**config.mk**
```make
export PLATFORM = sky130hd
export DESIGN_NAME = arb_weight_table
export DESIGN_NICKNAME = d
export VERILOG_FILES = /design/src/arb_pkg.sv /design/src/arb_weight_table.sv
export SDC_FILE = /design/constraint.sdc
export NUM_CORES = 1
export LEC_CHECK = 0
export BUFFER_PORTS_ARGS = -buffer_cell sky130_fd_sc_hd__buf_2
export CORE_MARGIN = 5
export CORE_UTILIZATION = 48
export CTS_BUF_LIST = sky130_fd_sc_hd__clkbuf_4
export DETAILED_ROUTE_END_ITERATION = 7
export GPL_TIMING_DRIVEN = 0
export PLACE_DENSITY = 0.79
export SYNTH_ARGS = -nofsm -noshare
export SYNTH_HDL_FRONTEND = slang
export SYNTH_SLANG_ARGS = --single-unit
export TNS_END_PERCENT = 10
```
**constraint.sdc**
```tcl
create_clock -name i_clk -period 0.9 [get_ports i_clk]
set_input_delay 0.135 -clock i_clk [delete_from_list [all_inputs] [get_ports i_clk]]
set_output_delay 0.135 -clock i_clk [all_outputs]
set_load 0.05 [all_outputs]
```
**src/arb_pkg.sv**
```systemverilog
package arb_pkg;

    // Number of requesting clients, fixed for this arbiter
    localparam int CLIENTS = 4;

    // Width of a client index
    localparam int ID_W = 2;

    // Width of one threshold and of one credit counter
    localparam int THRESH_W = 4;

    // Weight loaded into every client after reset
    // With a weight of one the arbiter reduces to plain round robin
    localparam int DEFAULT_THRESH = 1;

    // One bit per client, used for requests, masks, grants and acknowledges
    typedef logic [CLIENTS-1:0] client_vec_t;

    // Index of a single client
    typedef logic [ID_W-1:0] client_id_t;

    // A single threshold or credit count
    typedef logic [THRESH_W-1:0] thresh_t;

    // All client thresholds packed together, entry i belongs to client i
    typedef thresh_t [CLIENTS-1:0] thresh_arr_t;

    // Pick stage FSM
    // PICK_IDLE has no grant outstanding, PICK_HELD waits for the acknowledge
    typedef enum logic {
        PICK_IDLE = 1'b0,
        PICK_HELD = 1'b1
    } pick_state_t;

endpackage

```
**src/arb_weight_table.sv**
```systemverilog
`timescale 1ns/1ps

module arb_weight_table (
    input  logic                i_clk,
    input  logic                i_rst_n,
    input  logic                i_cfg_wr,
    input  arb_pkg::client_id_t i_cfg_id,
    input  arb_pkg::thresh_t    i_cfg_thresh,
    output arb_pkg::thresh_arr_t o_thresh
);
    import arb_pkg::*;

    // Each entry is the number of grants a client may take per round
    // A zero entry leaves the client without credit, so it is only
    // served when the credit stage replenishes
    //
    // The table feeds the credit stage directly, a write at one edge is
    // seen by the credit check in the very next cycle and so shapes the
    // next pick

    always_ff @(posedge i_clk or negedge i_rst_n) begin
        if (!i_rst_n) begin
            // Every client starts with the default weight
            for (int i = 0; i < CLIENTS; i++) begin
                o_thresh[i] <= thresh_t'(DEFAULT_THRESH);
            end
        end else if (i_cfg_wr) begin
            // Only the addressed entry changes, the rest keep their value
            o_thresh[i_cfg_id] <= i_cfg_thresh;
        end
    end

endmodule

```
==> impl_metrics.yaml <==
run_status:
  status: "complete, but fails checks"
  failed_checks: "setup timing"
sta:
  slew_headroom_pct: 77.23
  clock_skew_ps: 0
  fmax_mhz: 885.3
  fin_crit_sh_pct: 125.5
  rsz0062_at_grt: "yes"
  setup-violations-final: 16
  worstMarginPinSlew_ps: 341.6
  fin_ws_ps: -229.5
  post-route-min-period_ps: 1130
  final-max-slew-violation-count: 0
  hold_viol_final: 0
pwr:
  power_density_nw_per_um2: 2563
  power_frac_clock_pct: 15.0
  comb_power_share_pct: 44.7
  seqPwrFrac_pct: 40.3
  p_sw_share_pct: 38.57
  power.total_w: 0.002499
  p_sw_w: 0.0009638
  internal_power_w: 0.001535
  power.static_leakage_nw: 0.4392
  ir_drop_v: 0.001281
logic_synthesis:
  ys_ff_latch: 16
  synth_compound_area_share_pct: 0
  synth_fa_ha_area_share_pct: 0
  avgSynthCellArea_um2: 17.34
  syn-num-nets: 45
  synth_top_family_by_area: "multiplexers"
  synth_simple_gate_area_share_pct: 6.212
  syn_inst: 36
  netlist_area_um2: 624.3
  ys_types: 6
  yosysSeqAreaShare_pct: 64.93
  ys_warn_count: 0
  muxShareOfSynthArea_pct: 28.86
  synth-xor-area-share_pct: 0
placed_design:
  gp_congestion: 0.6593
  post-dp-hpwl_um: 917.9
  io_buffers: 24
  place_ws_ps: -192.2
  dp_cells: 75
die:
  rows: 13
  fp.coreArea_um2: 1269
  die_h_um: 46.07
  ios: 25
  die-area_um2: 2122
  fp.dieW_um: 46.07
  initial_core_util_pct: 49.21
final_layout:
  top_regs: "o_thresh x16"
  fin_nets: 79
  top_register: "o_thresh"
  nFillCells: 75
  drive_gt1_share_pct: 92.75
  largest_reg_flops: 16
  finalNonFillerCells: 84
  areaGrowthSynthToFinish_pct: 56.11
  n_antenna_cell: 0
clock_tree:
  cts_tree: "done"
  path_clk_slew_ps: 90
  cts-buffers-inserted: 3
  cts-root-buf: "clkbuf_4"
  clk_latency_ps: 270
  cts.sinks: 16
  h-tree-depth: 1
  clockBufferDepth: 2
run:
  maxCapViolations: 0
drt:
  drc: 0
  first_pass_iters: 2
  drt-initial-drc-count: 4
  wl_um: 1342
  via_count: 428
  postRouteAntennaNets: 0
  wire_per_inst_um: 15.98
  via_per_inst: 5.095
setup_path:
  worstSetupEndpointType: "output pin"
  slowest_delay_ps: 570
  path_class: "register to output pin"
  cp.required_ps: 760
  arrival_ps: 990
  slowest_stage: "dfstp_2"
  cp.buffers_inverters: 1
  path_cells: "buf_8"
  critPathLaunchType: "register"
  crit_fanout: 2
  critPathTopFamily: "flip-flops"
grt:
  grt.overflow.total: 0
  track_usage_pct: 15.28
  grt_pass1_vias: 454
  grt_first_pass_wirelength_um: 2194
  grt_max_degree: 17
  antenna_found_initial: 0
worst_hold_path:
  hold_path_class: "primary input to register"
## power by group through the flow
stage               Clock [W]  Combinational (W)  Sequential (W)
global placement            0           0.000858        0.000969
floorplan                   0           0.000161         0.00148
finish               0.000374            0.00112         0.00101
global route         0.000436            0.00116         0.00103
detailed placement          0           0.000867        0.000976
CTS                  0.000394            0.00112         0.00100
## final cells by class
| cell class | instances | area [um^2] | area share [%] |
|---|---|---|---|
| repair buffers | 29 | 275.3 | 28.24 |
| flip-flops and latches | 16 | 420.4 | 43.13 |
| multi-input cells | 20 | 234.0 | 24.01 |
| clock buffers | 3 | 22.52 | 2.311 |
| well taps | 15 | 18.77 | 1.926 |
| clock inverters | 1 | 3.754 | 0.3851 |
## repair_timing
item | CTS | global route
endpoints found under the hold margin | 12 | 0
setup endpoints to repair | 16 | 16
gates resized for setup | 36 | 0
setup buffers | 4 | 0
hold buffers | 1 | 0
## Yosys cell counts
master	count	area, um^2
dfrtp_1	12	300.3
dfstp_2	4	105.1
mux2_2	16	180.2
nand3_1	1	5.000
nand3b_1	2	15.01
nor3b_4	1	18.77
## layout by cell type (no fill, tap or decap)
cell type      count
nand3_1            1
buf_6             12
mux2_2            12
dfstp_2            4
nor3b_4            1
buf_4              4
nand3b_1           2
clkinv_1           1
buf_8              4
clkbuf_4           3
dfrtp_2           12
dlygate4sd3_1      1
mux2_4             4
buf_2              8
## final timing paths
path                                      start      endpoint  slack, ps  cells after the start
min in group asynchronous               i_rst_n  o_thresh[14]        290                      2
worst max-delay path                o_thresh[0]   o_thresh[0]       -230                      1
worst min-delay path            i_cfg_thresh[3]  o_thresh[11]        130                      2
worst min register to register     o_thresh[11]  o_thresh[11]        540                      1
max in group asynchronous               i_rst_n   o_thresh[8]        320                      2
worst max register to register      o_thresh[0]   o_thresh[0]         30                      2
## cells by family after synthesis
logic type	Yosys count
flops	16
mux	16
simple gates	4
## routing by layer
metal  up-vias  wire length (um)  global-route usage, %
met2        15               719                  25.82
met4         0                 5                  6.818
li1        198                 -                      -
met3         2                90                  2.734
met5         -                 0                      0
met1       213               527                  18.80
## metrics by stage
step	utilization (%)	area [um^2]	setup TNS [ps]	hold slack (ps)
6_report	76.82	974.7	-1836	129.1
3_3_place_gp	62.52	793.3	-1574	57.39
4_1_cts	76.82	974.7	-2027	116.3
5_1_grt	76.82	974.7	-2513	106.1
3_5_place_dp	62.52	793.3	-1626	58.25
2_1_floorplan	-	654.4	-114.0	-160.6
Note: power is estimated with default switching activity, not from simulation.
