[config.mk]
export PLATFORM = sky130hd
export DESIGN_NAME = arb_credit_stage_flat
export DESIGN_NICKNAME = d
export VERILOG_FILES = /design/src/arb_pkg.sv /design/src/arb_mask_if.sv /design/src/arb_credit_stage.sv /design/src/flat_wrapper.sv
export SDC_FILE = /design/constraint.sdc
export NUM_CORES = 1
export LEC_CHECK = 0
export ABC_AREA = 1
export BUFFER_PORTS_ARGS = -buffer_cell sky130_fd_sc_hd__buf_2
export CAP_MARGIN = 20
export CORE_ASPECT_RATIO = 1.1
export CORE_MARGIN = 3
export CORE_UTILIZATION = 40
export DETAILED_ROUTE_END_ITERATION = 16
export PLACE_DENSITY = 0.67
export SLEW_MARGIN = 20
export SYNTH_ARGS = -nofsm -noshare
export SYNTH_HDL_FRONTEND = slang
export SYNTH_SLANG_ARGS = --single-unit
[constraint.sdc]
create_clock -name i_clk -period 3.8 [get_ports i_clk]
set_clock_uncertainty 0.2 [all_clocks]
set_input_delay 0.95 -clock i_clk [delete_from_list [all_inputs] [get_ports i_clk]]
set_output_delay 0.95 -clock i_clk [all_outputs]
set_load 0.05 [all_outputs]
[src/arb_pkg.sv]
package arb_pkg;

    // Number of requesting clients, fixed for this arbiter
    localparam int CLIENTS = 4;

    // Width of a client index
    localparam int ID_W = 2;

    // Width of one threshold and of one credit counter
    localparam int THRESH_W = 4;

    // Weight loaded into every client after reset
    // With a weight of one the arbiter reduces to plain round robin
    localparam int DEFAULT_THRESH = 1;

    // One bit per client, used for requests, masks, grants and acknowledges
    typedef logic [CLIENTS-1:0] client_vec_t;

    // Index of a single client
    typedef logic [ID_W-1:0] client_id_t;

    // A single threshold or credit count
    typedef logic [THRESH_W-1:0] thresh_t;

    // All client thresholds packed together, entry i belongs to client i
    typedef thresh_t [CLIENTS-1:0] thresh_arr_t;

    // Pick stage FSM
    // PICK_IDLE has no grant outstanding, PICK_HELD waits for the acknowledge
    typedef enum logic {
        PICK_IDLE = 1'b0,
        PICK_HELD = 1'b1
    } pick_state_t;

endpackage

[src/arb_mask_if.sv]
`timescale 1ns/1ps

interface arb_mask_if;
    import arb_pkg::*;

    // Requests that survived blocking and the credit check
    client_vec_t req_mask;

    // High when no requesting client has credit left in this round
    logic replenish;

    // One-cycle pulse from the pick stage on the edge where it registers a grant
    logic pick_stb;

    // Index of the client picked on that edge
    client_id_t pick_id;

    // Credit stage side
    modport credit (
        output req_mask,
        output replenish,
        input  pick_stb,
        input  pick_id
    );

    // Pick stage side
    modport picker (
        input  req_mask,
        input  replenish,
        output pick_stb,
        output pick_id
    );

endinterface

[src/arb_credit_stage.sv]
`timescale 1ns/1ps

module arb_credit_stage (
    input  logic                  i_clk,
    input  logic                  i_rst_n,
    input  logic                  i_block_arb,
    input  arb_pkg::client_vec_t  i_req,
    input  arb_pkg::thresh_arr_t  i_thresh,
    arb_mask_if.credit            mask
);
    import arb_pkg::*;

    // Grants taken by each client in the current round
    thresh_arr_t r_crd_cnt;
    thresh_arr_t w_crd_next;

    // Counter plus one, one bit wider so a full counter never wraps back
    // into range during the compare
    logic [THRESH_W:0] w_cnt_inc [CLIENTS];

    client_vec_t w_req_post;
    client_vec_t w_has_crd;
    logic        w_replenish;

    // Blocking removes every request before any credit decision
    // The pick stage therefore never has to look at the block input
    assign w_req_post = i_block_arb ? '0 : i_req;

    // A client has credit while one more grant keeps it within its weight
    always_comb begin
        for (int i = 0; i < CLIENTS; i++) begin
            w_cnt_inc[i] = {1'b0, r_crd_cnt[i]} + 1'b1;
            w_has_crd[i] = (w_cnt_inc[i] <= {1'b0, i_thresh[i]});
        end
    end

    // When no live request has credit the round is over
    // All live requests then compete again as if counters were clear
    assign w_replenish = ((w_req_post & w_has_crd) == '0);

    assign mask.replenish = w_replenish;
    assign mask.req_mask  = w_req_post & (w_has_crd | {CLIENTS{w_replenish}});

    // Counter update for the pick made on this edge
    always_comb begin
        w_crd_next = r_crd_cnt;
        if (mask.pick_stb) begin
            if (w_replenish) begin
                // New round, the picked client has already used one grant
                w_crd_next                = '0;
                w_crd_next[mask.pick_id]  = thresh_t'(1);
            end else begin
                // The picked client had credit, so this cannot pass its weight
                w_crd_next[mask.pick_id] = w_cnt_inc[mask.pick_id][THRESH_W-1:0];
            end
        end
    end

    always_ff @(posedge i_clk or negedge i_rst_n) begin
        if (!i_rst_n) begin
            r_crd_cnt <= '0;
        end else begin
            r_crd_cnt <= w_crd_next;
        end
    end

endmodule

[src/flat_wrapper.sv]
// flat-port wrapper written by rule: the top's interface ports become plain ports
module arb_credit_stage_flat import arb_pkg::*;
  (i_clk, i_rst_n, i_block_arb, i_req, i_thresh, mask_req_mask, mask_replenish, mask_pick_stb, mask_pick_id);
  arb_mask_if mask_i ();
  input  logic i_clk;
  input  logic i_rst_n;
  input  logic i_block_arb;
  input  arb_pkg::client_vec_t i_req;
  input  arb_pkg::thresh_arr_t i_thresh;
  output wire logic [$bits(mask_i.req_mask)-1:0] mask_req_mask;
  output wire logic [$bits(mask_i.replenish)-1:0] mask_replenish;
  input wire logic [$bits(mask_i.pick_stb)-1:0] mask_pick_stb;
  input wire logic [$bits(mask_i.pick_id)-1:0] mask_pick_id;
  assign mask_req_mask = mask_i.req_mask;
  assign mask_replenish = mask_i.replenish;
  assign mask_i.pick_stb = mask_pick_stb;
  assign mask_i.pick_id = mask_pick_id;
  arb_credit_stage u_core (.i_clk(i_clk), .i_rst_n(i_rst_n), .i_block_arb(i_block_arb), .i_req(i_req), .i_thresh(i_thresh), .mask(mask_i));
endmodule
==> impl_results.md <==
* DP HPWL at 2.748 mm
* Number of buffers created by CTS at 3
* Status: finished clean
* Top flop regs: u_core.r_crd_cnt (16)
* Syn Inst Count at around 230
* Die Height at 71.95 µm
* Final nets at 314
* First-pass GRT wire length at 5.789 mm
* Unrepaired setup endpoints after global routing: false
* I/O pin cnt at 31
* Final hold violations at 0
* Critical path endpoint category: primary output
* Fin crit period at 3.608 ns
* Tightest Pin Transition at 0.3624 ns
* Post-synthesis sequential area ratio at 0.2532
* Share of layout cells above drive strength 1 at 0.2210
* Die X at 65.95 µm
* Dpl cells at 310
* Global-route met1 utilization at 0.2004
* Max_cap viols at 0
* RD Place Congestion at 0.8988
* Fillcell total at 361
* Finished Layout Cells at 317
* Final Max Tran Viols at 0
* Max Root-Sink Buffers at 2
* PD cells at 407.8 mW/mm²
* Final WL at about 3.4 mm
* Full die area at around 0.0047 mm²
* Crit Path Category: reg2out
* Gr usage total at 0.1504
* Vias in the first global route at 1377
* Register area at 401.6 µm²
* Max FO, Critical Path at 5
* CP max-delay cell: dfrtp_1
* Lkg Pwr at roughly 1.1 nW
* WP buf/inv at 1
* CORE AREA at 0.003712 mm²
* Synthesized area at 0.001582 mm²
* Rel. slew slack at 0.7575
* Ant diodes at 0
* Layout area overhead at 20.81%
* GRT busiest layer: met2
* Detailed Routing Iterations Pass 1 at 4
* Avg WL per Cell at between 10 and 15 µm
* Period utilisation layout at 0.9493
* Syn avg cell area at 6.846 µm²
* Mapped Nets at ~280
* Initial DRC Count at 46
* Share of the synthesized area in the top cell type at 0.2532
* Final Power at around 0.00078 W
* Arr. time, crit path at between 2 and 2.5 ns
* Reg with most FFs: u_core.r_crd_cnt
* Met3 Track Usage GR at 0.02322
* Synth area leaders: dfrtp_1, ha_1, nand2_1, inv_1, nand3_1
* H-tree depth at 1
* Clk root buf: clkbuf_8
* Reg-to-reg slack, setup at 1.01 ns
* # rows at 23
* Worst Setup Start Kind: flop
* CP Data Required Time at around 2.7 ns
* Initial antenna violation count at 0
* Hold WC Path Type: reg2reg
* Unique masters post-synth at 20
* Routing usage on met2 at 0.2606
* Multi-input gate area at 0.001025 mm²
* Via density at 4.688
* Worst vdd ir at 0.1407 mV
* Port buffer count at 30
* Setup violators final at 0
* Antenna-violating nets left at 0
* CTS clk-pin slew, worst paths at 0.07 ns
* Warnings, synthesis at 0
* Largest net degree at the start of global routing at 17
* CP top delay family: adder cells
* Post-synth top area cell: dfrtp_1
* Drc violations at 0
* Clock Latency Late Sink at 0.25 ns
* CTS tree: yes
* Residual overflow from global routing at 0
* Via count at ~1500
* Max reg flops at 16
* Initial core utilization at 0.4260
* Clk sink count at 16
* Delay of the slowest cell on the worst path at roughly 0.44 ns
* Fmax at ~0.28 GHz
* Cells along the critical path: ha_1, xor2_2, ha_1, nand4_1, nand3_2, nand2_1, nand2_2, nand4_1, o21ai_1, clkbuf_4
* Flops & latches, synth at 16
[power by group]
group          switching (W)  internal, W  total, W
Combinational       0.000237     0.000151  0.000388
Clock              0.0000594    0.0000919  0.000151
Sequential         0.0000387     0.000201  0.000240
[worst paths after layout]
kind | depth (start not counted) | from | to
max in group asynchronous | 1 | i_rst_n | u_core.r_crd_cnt[8]
setup reg to reg | 13 | u_core.r_crd_cnt[4] | u_core.r_crd_cnt[8]
hold reg to reg | 2 | u_core.r_crd_cnt[5] | u_core.r_crd_cnt[5]
setup / recovery | 10 | u_core.r_crd_cnt[4] | mask_req_mask[3]
min in group asynchronous | 1 | i_rst_n | u_core.r_crd_cnt[10]
hold / removal | 2 | u_core.r_crd_cnt[5] | u_core.r_crd_cnt[5]
[cell type report]
cell class | count | share of cell area
inverters | 46 | 0.09037
well taps | 50 | 0.03274
clock buffers | 4 | 0.02881
multi-input cells | 167 | 0.5363
flip-flops and latches | 16 | 0.2102
repair buffers | 34 | 0.1015
[layer usage]
metal,vias up,wire [µm]
met5,-,0
met4,0,22
met3,4,172
met2,36,1661
met1,640,1555
li1,806,-
[synth_stat cells]
library cell	number
buf_6	1
nor2_1	15
buf_2	1
nand3b_1	1
dfrtp_1	16
nand3_1	34
nor2_4	1
a22oi_1	1
inv_1	46
or2_1	3
nand2_4	1
o22ai_1	3
nand2_2	6
o21ai_0	4
nor2_2	2
nand3_2	4
ha_1	20
nand4_1	8
nand2_1	56
xor2_1	8
[kinds of logic after synthesis]
logic type	synth area share
simple gates	0.3956
buf+inv	0.1195
fa+ha+maj	0.1582
xor+xnor	0.04431
flops	0.2532
compound gates	0.02928
[worst register-to-register path, delay by kind of cell (launching register included)]
| family | cells | cell delay (ns) |
|---|---|---|
| flops | 1 | 0.44 |
| buf+inv | 2 | 0.29 |
| simple gates | 8 | 0.95 |
| xor+xnor | 1 | 0.20 |
| fa+ha+maj | 2 | 0.60 |
[cells in the final DEF (no fill, tap or decap), types with 5 or more instances in the layout]
master / netlist / routed
ha_1: 20 / 19
buf_4: 0 / 5
inv_1: 46 / 46
xor2_1: 8 / 5
nand4_1: 8 / 8
nand2_1: 56 / 56
buf_2: 1 / 26
nand2_2: 6 / 6
dfrtp_1: 16 / 15
nand3_1: 34 / 33
nor2_1: 15 / 14
nand3_2: 4 / 5
[what timing repair did]
| item | 4_1_cts | 5_1_grt |
|---|---|---|
| endpoints found under the setup margin | 0 | 4 |
| hold endpoints to repair | 0 | 0 |
| hold buffers | 0 | 0 |
| resized for setup | 0 | 14 |
| buffers inserted | 0 | 3 |
[metrics by stage]
stage | TNS (ns) | instance area, µm² | hold slack [ns] | utilization | setup WS (ns)
final | 0 | 1911 | 0.3328 | 0.5147 | 0.1925
after global routing | 0 | 1911 | 0.3636 | 0.5147 | 0.0007983
after CTS | 0 | 1841 | 0.3361 | 0.4958 | 0.08966
after detailed placement | 0 | 1785 | 0.3205 | 0.4810 | 0.1895
after global placement | 0 | 1785 | 0.3131 | 0.4810 | 0.2305
after floorplan | -0.1682 | 1582 | 0.2937 | - | -0.05605
Power figures use the tool's default switching activity.
